--- src/regfile_pkg.sv ---
/*
 * Shared widths and types for the operand stage.
 * Every module imports this package for data, register index and ID types.
 */

package regfile_pkg;

    ////////////////////////////////////////////////////////////////////////////
    // Widths and sizes
    ////////////////////////////////////////////////////////////////////////////

    // Integer data width
    localparam int XLEN = 32;

    // Architectural registers, x0 hardwired to zero
    localparam int NUM_REGS = 32;
    localparam int REG_ADDR_W = 5;

    // Instruction ID doubles as the writeback buffer slot index
    localparam int ID_W = 3;
    localparam int NUM_IDS = 8;

    // Occupancy count must hold 0 through NUM_IDS
    localparam int CNT_W = ID_W + 1;

    ////////////////////////////////////////////////////////////////////////////
    // Types
    ////////////////////////////////////////////////////////////////////////////

    // Register value or execution result
    typedef logic [XLEN-1:0] data_t;

    typedef logic [REG_ADDR_W-1:0] reg_addr_t;

    typedef logic [ID_W-1:0] inst_id_t;

endpackage

--- src/id_inuse.sv ---
/*
 * Per-register pending bits and the ID of each register's youngest writer.
 * Set on issue, released on retirement of the matching writer.
 */

`timescale 1ns/100ps

module id_inuse (
    input  logic                   clk,
    input  logic                   reset,
    input  regfile_pkg::reg_addr_t rs1_addr,
    input  regfile_pkg::reg_addr_t rs2_addr,
    input  logic                   issued,
    input  regfile_pkg::reg_addr_t issued_rd_addr,
    input  regfile_pkg::inst_id_t  issue_id,
    input  logic                   retired,
    input  regfile_pkg::reg_addr_t retired_rd,
    input  regfile_pkg::inst_id_t  retired_id,
    output logic                   rs1_inuse,
    output logic                   rs2_inuse,
    output regfile_pkg::inst_id_t  rs1_id,
    output regfile_pkg::inst_id_t  rs2_id
);
    import regfile_pkg::*;

    // One pending bit per register
    logic [NUM_REGS-1:0] inuse;

    // Youngest writer of each register
    inst_id_t inuse_by [NUM_REGS];

    logic issue_claims;
    logic retire_releases;

    // x0 is never claimed
    assign issue_claims = issued && (issued_rd_addr != '0);

    // Only the recorded writer may release its register
    assign retire_releases = retired && (inuse_by[retired_rd] == retired_id);

    always_ff @(posedge clk) begin
        if (reset) begin
            inuse <= '0;
        end else begin
            if (retire_releases)
                inuse[retired_rd] <= 1'b0;
            // Issue overrides a release of the same register
            if (issue_claims)
                inuse[issued_rd_addr] <= 1'b1;
        end
    end

    // Writer table
    always_ff @(posedge clk) begin
        if (issue_claims)
            inuse_by[issued_rd_addr] <= issue_id;
    end

    // Combinational source lookups
    assign rs1_inuse = inuse[rs1_addr];
    assign rs2_inuse = inuse[rs2_addr];
    assign rs1_id = inuse_by[rs1_addr];
    assign rs2_id = inuse_by[rs2_addr];

endmodule

--- src/writeback_buffer.sv ---
/*
 * Circular writeback buffer indexed by instruction ID.
 * Allocates IDs at issue, takes results in any order, retires in issue order
 * and serves forwarding lookups for pending sources.
 */

`timescale 1ns/100ps

module writeback_buffer (
    input  logic                   clk,
    input  logic                   reset,
    // Issue side
    input  logic                   issue,
    input  regfile_pkg::reg_addr_t issue_rd,
    output regfile_pkg::inst_id_t  issue_id,
    output logic                   issue_ready,
    // Completion from execution units
    input  logic                   complete,
    input  regfile_pkg::inst_id_t  complete_id,
    input  regfile_pkg::data_t     complete_data,
    // Forwarding lookups
    input  regfile_pkg::inst_id_t  rs1_id,
    input  regfile_pkg::inst_id_t  rs2_id,
    output regfile_pkg::data_t     rs1_fwd_data,
    output regfile_pkg::data_t     rs2_fwd_data,
    output logic                   rs1_fwd_valid,
    output logic                   rs2_fwd_valid,
    // In-order retirement
    output logic                   retired,
    output regfile_pkg::inst_id_t  retired_id,
    output regfile_pkg::reg_addr_t retired_rd,
    output regfile_pkg::data_t     retired_data
);
    import regfile_pkg::*;

    ////////////////////////////////////////////////////////////////////////////
    // Slot storage
    ////////////////////////////////////////////////////////////////////////////

    reg_addr_t slot_rd   [NUM_IDS];
    data_t     slot_data [NUM_IDS];

    // Result present, cleared when the slot is allocated or freed
    logic [NUM_IDS-1:0] slot_done;

    // Oldest outstanding entry and next free slot
    inst_id_t head;
    inst_id_t tail;

    logic [CNT_W-1:0] count;

    logic alloc;

    // Full buffer ignores issue
    assign issue_ready = (count != CNT_W'(NUM_IDS));
    assign alloc = issue && issue_ready;
    assign issue_id = tail;

    // Head retires as soon as its result is in
    assign retired = slot_done[head];
    assign retired_id = head;
    assign retired_rd = slot_rd[head];
    assign retired_data = slot_data[head];

    ////////////////////////////////////////////////////////////////////////////
    // Pointers and occupancy
    ////////////////////////////////////////////////////////////////////////////

    always_ff @(posedge clk) begin
        if (reset) begin
            head <= '0;
            tail <= '0;
            count <= '0;
        end else begin
            // ID width covers NUM_IDS, pointers wrap on their own
            if (alloc)
                tail <= tail + 1'b1;
            if (retired)
                head <= head + 1'b1;
            count <= count + CNT_W'(alloc) - CNT_W'(retired);
        end
    end

    // Done bits
    always_ff @(posedge clk) begin
        if (reset) begin
            slot_done <= '0;
        end else begin
            if (retired)
                slot_done[head] <= 1'b0;
            if (complete)
                slot_done[complete_id] <= 1'b1;
            if (alloc)
                slot_done[tail] <= 1'b0;
        end
    end

    // Payload, written on allocation and completion
    always_ff @(posedge clk) begin
        if (alloc)
            slot_rd[tail] <= issue_rd;
        if (complete)
            slot_data[complete_id] <= complete_data;
    end

    ////////////////////////////////////////////////////////////////////////////
    // Forwarding by ID
    ////////////////////////////////////////////////////////////////////////////

    assign rs1_fwd_data = slot_data[rs1_id];
    assign rs2_fwd_data = slot_data[rs2_id];
    assign rs1_fwd_valid = slot_done[rs1_id];
    assign rs2_fwd_valid = slot_done[rs2_id];

endmodule

--- src/register_file.sv ---
/*
 * Architectural register file with pending-writer tracking.
 * Picks stored or forwarded operands and flags sources still being computed.
 */

`timescale 1ns/100ps

module register_file (
    input  logic                   clk,
    input  logic                   reset,
    // Decode side
    input  regfile_pkg::reg_addr_t rs1_addr,
    input  regfile_pkg::reg_addr_t rs2_addr,
    input  logic                   uses_rs1,
    input  logic                   uses_rs2,
    input  logic                   issue,
    input  regfile_pkg::reg_addr_t rd_addr,
    input  regfile_pkg::inst_id_t  issue_id,
    // Retirement from the writeback buffer
    input  logic                   retired,
    input  regfile_pkg::inst_id_t  retired_id,
    input  regfile_pkg::reg_addr_t retired_rd,
    input  regfile_pkg::data_t     retired_data,
    // Forwarding lookups
    output regfile_pkg::inst_id_t  rs1_id,
    output regfile_pkg::inst_id_t  rs2_id,
    input  regfile_pkg::data_t     rs1_fwd_data,
    input  regfile_pkg::data_t     rs2_fwd_data,
    input  logic                   rs1_fwd_valid,
    input  logic                   rs2_fwd_valid,
    // Operands
    output regfile_pkg::data_t     rs1_data,
    output regfile_pkg::data_t     rs2_data,
    output logic                   rs1_conflict,
    output logic                   rs2_conflict
);
    import regfile_pkg::*;

    data_t regs [NUM_REGS];

    logic rs1_inuse;
    logic rs2_inuse;
    logic write_en;

    // x0 is never written and keeps its reset value of zero
    assign write_en = retired && (retired_rd != '0);

    always_ff @(posedge clk) begin
        if (reset) begin
            for (int i = 0; i < NUM_REGS; i++)
                regs[i] <= '0;
        end else if (write_en) begin
            regs[retired_rd] <= retired_data;
        end
    end

    id_inuse inuse_mem (
        .clk            (clk),
        .reset          (reset),
        .rs1_addr       (rs1_addr),
        .rs2_addr       (rs2_addr),
        .issued         (issue),
        .issued_rd_addr (rd_addr),
        .issue_id       (issue_id),
        .retired        (retired),
        .retired_rd     (retired_rd),
        .retired_id     (retired_id),
        .rs1_inuse      (rs1_inuse),
        .rs2_inuse      (rs2_inuse),
        .rs1_id         (rs1_id),
        .rs2_id         (rs2_id)
    );

    // Pending source takes the buffer result
    assign rs1_data = rs1_inuse ? rs1_fwd_data : regs[rs1_addr];
    assign rs2_data = rs2_inuse ? rs2_fwd_data : regs[rs2_addr];

    // Conflict only for a used source whose writer has no result yet
    assign rs1_conflict = uses_rs1 && rs1_inuse && !rs1_fwd_valid;
    assign rs2_conflict = uses_rs2 && rs2_inuse && !rs2_fwd_valid;

endmodule

--- src/operand_stage.sv ---
/*
 * Operand stage top level.
 * Joins the register file and the writeback buffer.
 */

`timescale 1ns/100ps

module operand_stage (
    input  logic                   clk,
    input  logic                   reset,
    // Issue
    input  regfile_pkg::reg_addr_t rs1_addr,
    input  regfile_pkg::reg_addr_t rs2_addr,
    input  logic                   uses_rs1,
    input  logic                   uses_rs2,
    input  regfile_pkg::reg_addr_t rd_addr,
    input  logic                   issue,
    output regfile_pkg::inst_id_t  issue_id,
    output logic                   issue_ready,
    output regfile_pkg::data_t     rs1_data,
    output regfile_pkg::data_t     rs2_data,
    output logic                   rs1_conflict,
    output logic                   rs2_conflict,
    // Completion
    input  logic                   complete,
    input  regfile_pkg::inst_id_t  complete_id,
    input  regfile_pkg::data_t     complete_data,
    // Retirement
    output logic                   retired,
    output regfile_pkg::reg_addr_t retired_rd,
    output regfile_pkg::data_t     retired_data
);
    import regfile_pkg::*;

    inst_id_t retired_id;
    inst_id_t rs1_id;
    inst_id_t rs2_id;
    data_t    rs1_fwd_data;
    data_t    rs2_fwd_data;
    logic     rs1_fwd_valid;
    logic     rs2_fwd_valid;

    // Only an accepted issue may claim a register
    logic     issue_accepted;

    assign issue_accepted = issue && issue_ready;

    register_file rf0 (
        .clk (clk), .reset (reset),
        .rs1_addr (rs1_addr), .rs2_addr (rs2_addr),
        .uses_rs1 (uses_rs1), .uses_rs2 (uses_rs2),
        .issue (issue_accepted), .rd_addr (rd_addr), .issue_id (issue_id),
        .retired (retired), .retired_id (retired_id),
        .retired_rd (retired_rd), .retired_data (retired_data),
        .rs1_id (rs1_id), .rs2_id (rs2_id),
        .rs1_fwd_data (rs1_fwd_data), .rs2_fwd_data (rs2_fwd_data),
        .rs1_fwd_valid (rs1_fwd_valid), .rs2_fwd_valid (rs2_fwd_valid),
        .rs1_data (rs1_data), .rs2_data (rs2_data),
        .rs1_conflict (rs1_conflict), .rs2_conflict (rs2_conflict)
    );

    writeback_buffer wb0 (
        .clk (clk), .reset (reset),
        .issue (issue), .issue_rd (rd_addr),
        .issue_id (issue_id), .issue_ready (issue_ready),
        .complete (complete), .complete_id (complete_id), .complete_data (complete_data),
        .rs1_id (rs1_id), .rs2_id (rs2_id),
        .rs1_fwd_data (rs1_fwd_data), .rs2_fwd_data (rs2_fwd_data),
        .rs1_fwd_valid (rs1_fwd_valid), .rs2_fwd_valid (rs2_fwd_valid),
        .retired (retired), .retired_id (retired_id),
        .retired_rd (retired_rd), .retired_data (retired_data)
    );

endmodule

--- config.mk ---
export PLATFORM = sky130hd
export DESIGN_NAME = operand_stage
export DESIGN_NICKNAME = d
export VERILOG_FILES = /design/src/regfile_pkg.sv /design/src/id_inuse.sv /design/src/writeback_buffer.sv /design/src/register_file.sv /design/src/operand_stage.sv
export SDC_FILE = /design/constraint.sdc
export NUM_CORES = 2
export LEC_CHECK = 0
export BUFFER_PORTS_ARGS = -buffer_cell sky130_fd_sc_hd__buf_4
export CELL_PAD_IN_SITES_DETAIL_PLACEMENT = 0
export CELL_PAD_IN_SITES_GLOBAL_PLACEMENT = 2
export CORE_MARGIN = 3
export CORE_UTILIZATION = 35
export DETAILED_ROUTE_END_ITERATION = 16
export PLACE_DENSITY_LB_ADDON = 0.08
export SLEW_MARGIN = 30
export SYNTH_ARGS = -nofsm -noshare
export SYNTH_HDL_FRONTEND = slang
export SYNTH_SLANG_ARGS = --single-unit
--- constraint.sdc ---
create_clock -name clk -period 4.4 [get_ports clk]
set_clock_uncertainty 0.05 [all_clocks]
set_input_delay 0.44 -clock clk [delete_from_list [all_inputs] [get_ports clk]]
set_output_delay 0.44 -clock clk [all_outputs]
set_load 0.05 [all_outputs]
==> results.yml <==
outcome:
  status: "complete, but fails checks"
  failed_checks: "setup timing"
clocking:
  clockBufferDepth: 3
  cts.reportedPaths.clkPinSlew_ns: 0.06
  htree_num_levels: 4
  cts_buffers: 177
  cts.sinks: 1469
  clock_latency_at_the_later_pin_of_the_worst_skew_pair_ns: 0.83
  cts_tree: "done"
  ctsRootBufferMaster: "sky130_fd_sc_hd__clkbuf_16"
worst_setup_path:
  critPathCaptureType: "output port"
  setup.reg_to_reg.worst_slack_ns: 0.51
  cp.arrival_ns: 3.98
  critPathLaunchType: "flop"
  critPathKind: "flop to output port"
  required_ns: 3.91
  critPathMaxFanout: 8
sta:
  final-hold-violation-count: 0
  layout_setup_ws_ns: -0.0745
  finalSetupTns_ns: -0.534
  setup-violations-final: 18
  timing.final.max_slew_violations: 0
  min_period_ns: 4.47
  max_slew.worst_pin.slew_ns: 0.957
  grt_setup_unrepaired: "true"
  max_clock_freq_mhz: 223
  finalCritPeriodShare_pct: 102
  relSlewSlack_pct: 36.2
power:
  ir_drop_v: 0.000404
  power.density_cell_area_nw_per_um2: 401
  power.total_uw: 36500
  cell_leakage_power_uw: 0.0313
final_layout:
  post_route_cells_drive_above_1_share_pct: 35.4
  layout_commonest_cell: "sky130_fd_sc_hd__edfxtp_1"
  final_cell_mix: "sky130_fd_sc_hd__edfxtp_1, sky130_fd_sc_hd__nor2_1, sky130_fd_sc_hd__mux4_2"
  n_fill_cell: 19400
  area_growth_syn_to_layout_pct: 19.1
  final_net_count: 5377
synth:
  yosys_warnings: 0
  synth-seq-cells: 1469
  synth_top_area_cells: "sky130_fd_sc_hd__edfxtp_1, sky130_fd_sc_hd__mux4_2, sky130_fd_sc_hd__nor2_1"
  synth_ff_type: "sky130_fd_sc_hd__edfxtp_1"
  yosysSeqAreaShare_pct: 57.1
  netlist_area_sq_um: 76400
  average_cell_area_after_synthesis_sq_um: 15.2
  synthDominantAreaCellType: "sky130_fd_sc_hd__edfxtp_1"
  synth_enable_flop_cells: 1416
  synthCells: 5013
  yosys.area.top_type_share_pct: 55.7
  ys_types: 58
  asyncSetResetFlopFracSynth_pct: 0
floorplanning:
  chipWidth_microns: 473
  initial_core_utilization_pct: 35.4
  number_of_core_rows: 170
  dieArea_sq_um: 224000
  core_sq_um: 216000
  io_pins: 164
  die_y_microns: 473
run:
  max_cap_viol_count: 0
grt:
  grt_usage_pct: 26.2
  grt_start_max_net_pins: 85
  global_route_wire_length_before_repair_microns: 408000
  grt_antenna_before_repair: 11
  grt_remaining_overflow: 0
  first_global_vias: 49400
detailed_routing:
  residual_drc: 0
  total_routed_length_microns: 296000
  via_count_normalized_by_instance_count: 5.93
  first_iter_violations: 5060
  dr.pass1.iters: 5
  routed-via-count: 49200
  postRouteAntennaNets: 0
  wl_cell_microns: 35.6
placed_design:
  post-dp-hpwl_microns: 186000
  portBuffers: 163
  post-place-ws_ns: 0.233
  gp_congestion: 0.819
worst_hold_path:
  hold_path.class: "primary input to flop"
==> critical path, cell delays in order (launching register included) <==
cell                       delay, ns
sky130_fd_sc_hd__edfxtp_1       0.48
sky130_fd_sc_hd__mux4_2         0.50
sky130_fd_sc_hd__mux4_2         0.55
sky130_fd_sc_hd__mux2i_4        0.22
sky130_fd_sc_hd__buf_12         0.19
sky130_fd_sc_hd__buf_16         0.17
sky130_fd_sc_hd__buf_12         0.15
sky130_fd_sc_hd__mux2i_2        0.07
sky130_fd_sc_hd__a211oi_2       0.24
sky130_fd_sc_hd__a211oi_1       0.07
sky130_fd_sc_hd__a21oi_1        0.23
sky130_fd_sc_hd__buf_4          0.25
==> sequential cells by signal, indices dropped and copies added (netlist names), named ones only <==
register                flops
rf0.inuse_mem.inuse        32
rf0.inuse_mem.inuse_by     96
rf0.regs                 1024
wb0.count                   4
wb0.issue_id                3
wb0.retired_id              3
wb0.slot_data             256
wb0.slot_done               8
wb0.slot_rd                40
==> logic make-up after synthesis <==
group                      synth area share, %
AOI/OAI and AO/OA                         4.34
xor gates and xnor gates                 0.105
adders and majority gates                0.141
buffers and inverters                     2.98
DFF                                       57.1
muxes                                     27.4
other                                  0.00491
and+or+nand+nor                           7.91
==> area by class of cell <==
cell class | instances | area (sq um) | share of cell area (%)
clock buffer | 223 | 4690 | 5.16
clock inverter | 102 | 865 | 0.951
sequential | 1469 | 43600 | 47.9
tap | 2838 | 3550 | 3.91
antenna | 9 | 22.5 | 0.0248
inverter | 43 | 164 | 0.180
multi-input combinational | 3028 | 32100 | 35.3
timing repair buffer | 594 | 5950 | 6.55
==> cells in the mapped netlist (2+ instances only) <==
library cell	n
sky130_fd_sc_hd__a211oi_1	256
sky130_fd_sc_hd__a211oi_2	31
sky130_fd_sc_hd__a21oi_1	139
sky130_fd_sc_hd__a221oi_1	19
sky130_fd_sc_hd__and3b_1	2
sky130_fd_sc_hd__buf_1	43
sky130_fd_sc_hd__buf_12	2
sky130_fd_sc_hd__buf_2	85
sky130_fd_sc_hd__buf_4	7
sky130_fd_sc_hd__buf_6	6
sky130_fd_sc_hd__clkbuf_1	364
sky130_fd_sc_hd__dfxtp_1	53
sky130_fd_sc_hd__edfxtp_1	1416
sky130_fd_sc_hd__ha_1	7
sky130_fd_sc_hd__inv_1	38
sky130_fd_sc_hd__inv_2	4
sky130_fd_sc_hd__mux2_2	7
sky130_fd_sc_hd__mux2i_1	286
sky130_fd_sc_hd__mux2i_4	3
sky130_fd_sc_hd__mux4_2	796
sky130_fd_sc_hd__nand2_1	56
sky130_fd_sc_hd__nand2b_1	43
sky130_fd_sc_hd__nand3_1	14
sky130_fd_sc_hd__nand3b_1	3
sky130_fd_sc_hd__nor2_1	1119
sky130_fd_sc_hd__nor2b_1	133
sky130_fd_sc_hd__nor3_1	32
sky130_fd_sc_hd__nor3_2	2
sky130_fd_sc_hd__nor4_1	2
sky130_fd_sc_hd__nor4_4	5
sky130_fd_sc_hd__o21ai_1	2
sky130_fd_sc_hd__o221ai_1	2
sky130_fd_sc_hd__o22ai_1	4
sky130_fd_sc_hd__or3_1	3
sky130_fd_sc_hd__or3b_2	2
sky130_fd_sc_hd__xnor2_1	2
sky130_fd_sc_hd__xor2_1	4
==> metal layers <==
layer  track usage [%]  part of all wire (%)
met1              38.1                    45
met2              41.1                    46
met3              4.32                   6.6
met4              6.30                   2.4
met5                 0                     0
==> path summary, 6_finish.rpt <==
check                                                   start                     end  cells after the start
worst max-delay path            rf0.inuse_mem.inuse_by[31][0]            rs2_data[10]                     11
worst min register to register         rf0.inuse_mem.inuse[0]  rf0.inuse_mem.inuse[0]                      2
worst min-delay path                           complete_id[2]     wb0.slot_data[5][5]                      3
worst max register to register                           flop  rf0.inuse_mem.inuse[7]                     12
==> repair_timing <==
action,CTS,global route
endpoints found under the hold margin,297,0
gates resized for setup,106,88
endpoints found under the setup margin,79,67
setup buffers,11,5
cloned,4,4
pin swaps,21,31
hold buffers,38,0
==> power by group <==
group / internal, uW / leakage, uW / switching (uW) / total, uW
sequential: 15800 / 0.0146 / 258 / 16100
combinational: 2380 / 0.0140 / 3700 / 6090
clock: 8220 / 0.00270 / 6070 / 14300
total: 26400 / 0.0313 / 10000 / 36500
==> metrics by stage <==
stage	utilization, %	instance area [sq um]	hold WS (ns)	cells
after floorplan	-	76700	0.384	5047
after global placement	38.8	83700	0.446	7911
after detailed placement	38.8	83800	0.443	7912
after CTS	41.9	90400	0.0686	8289
after global routing	42.2	90900	0.117	8303
final	42.2	90900	0.140	8306
Note: power is estimated with default switching activity, not from simulation.
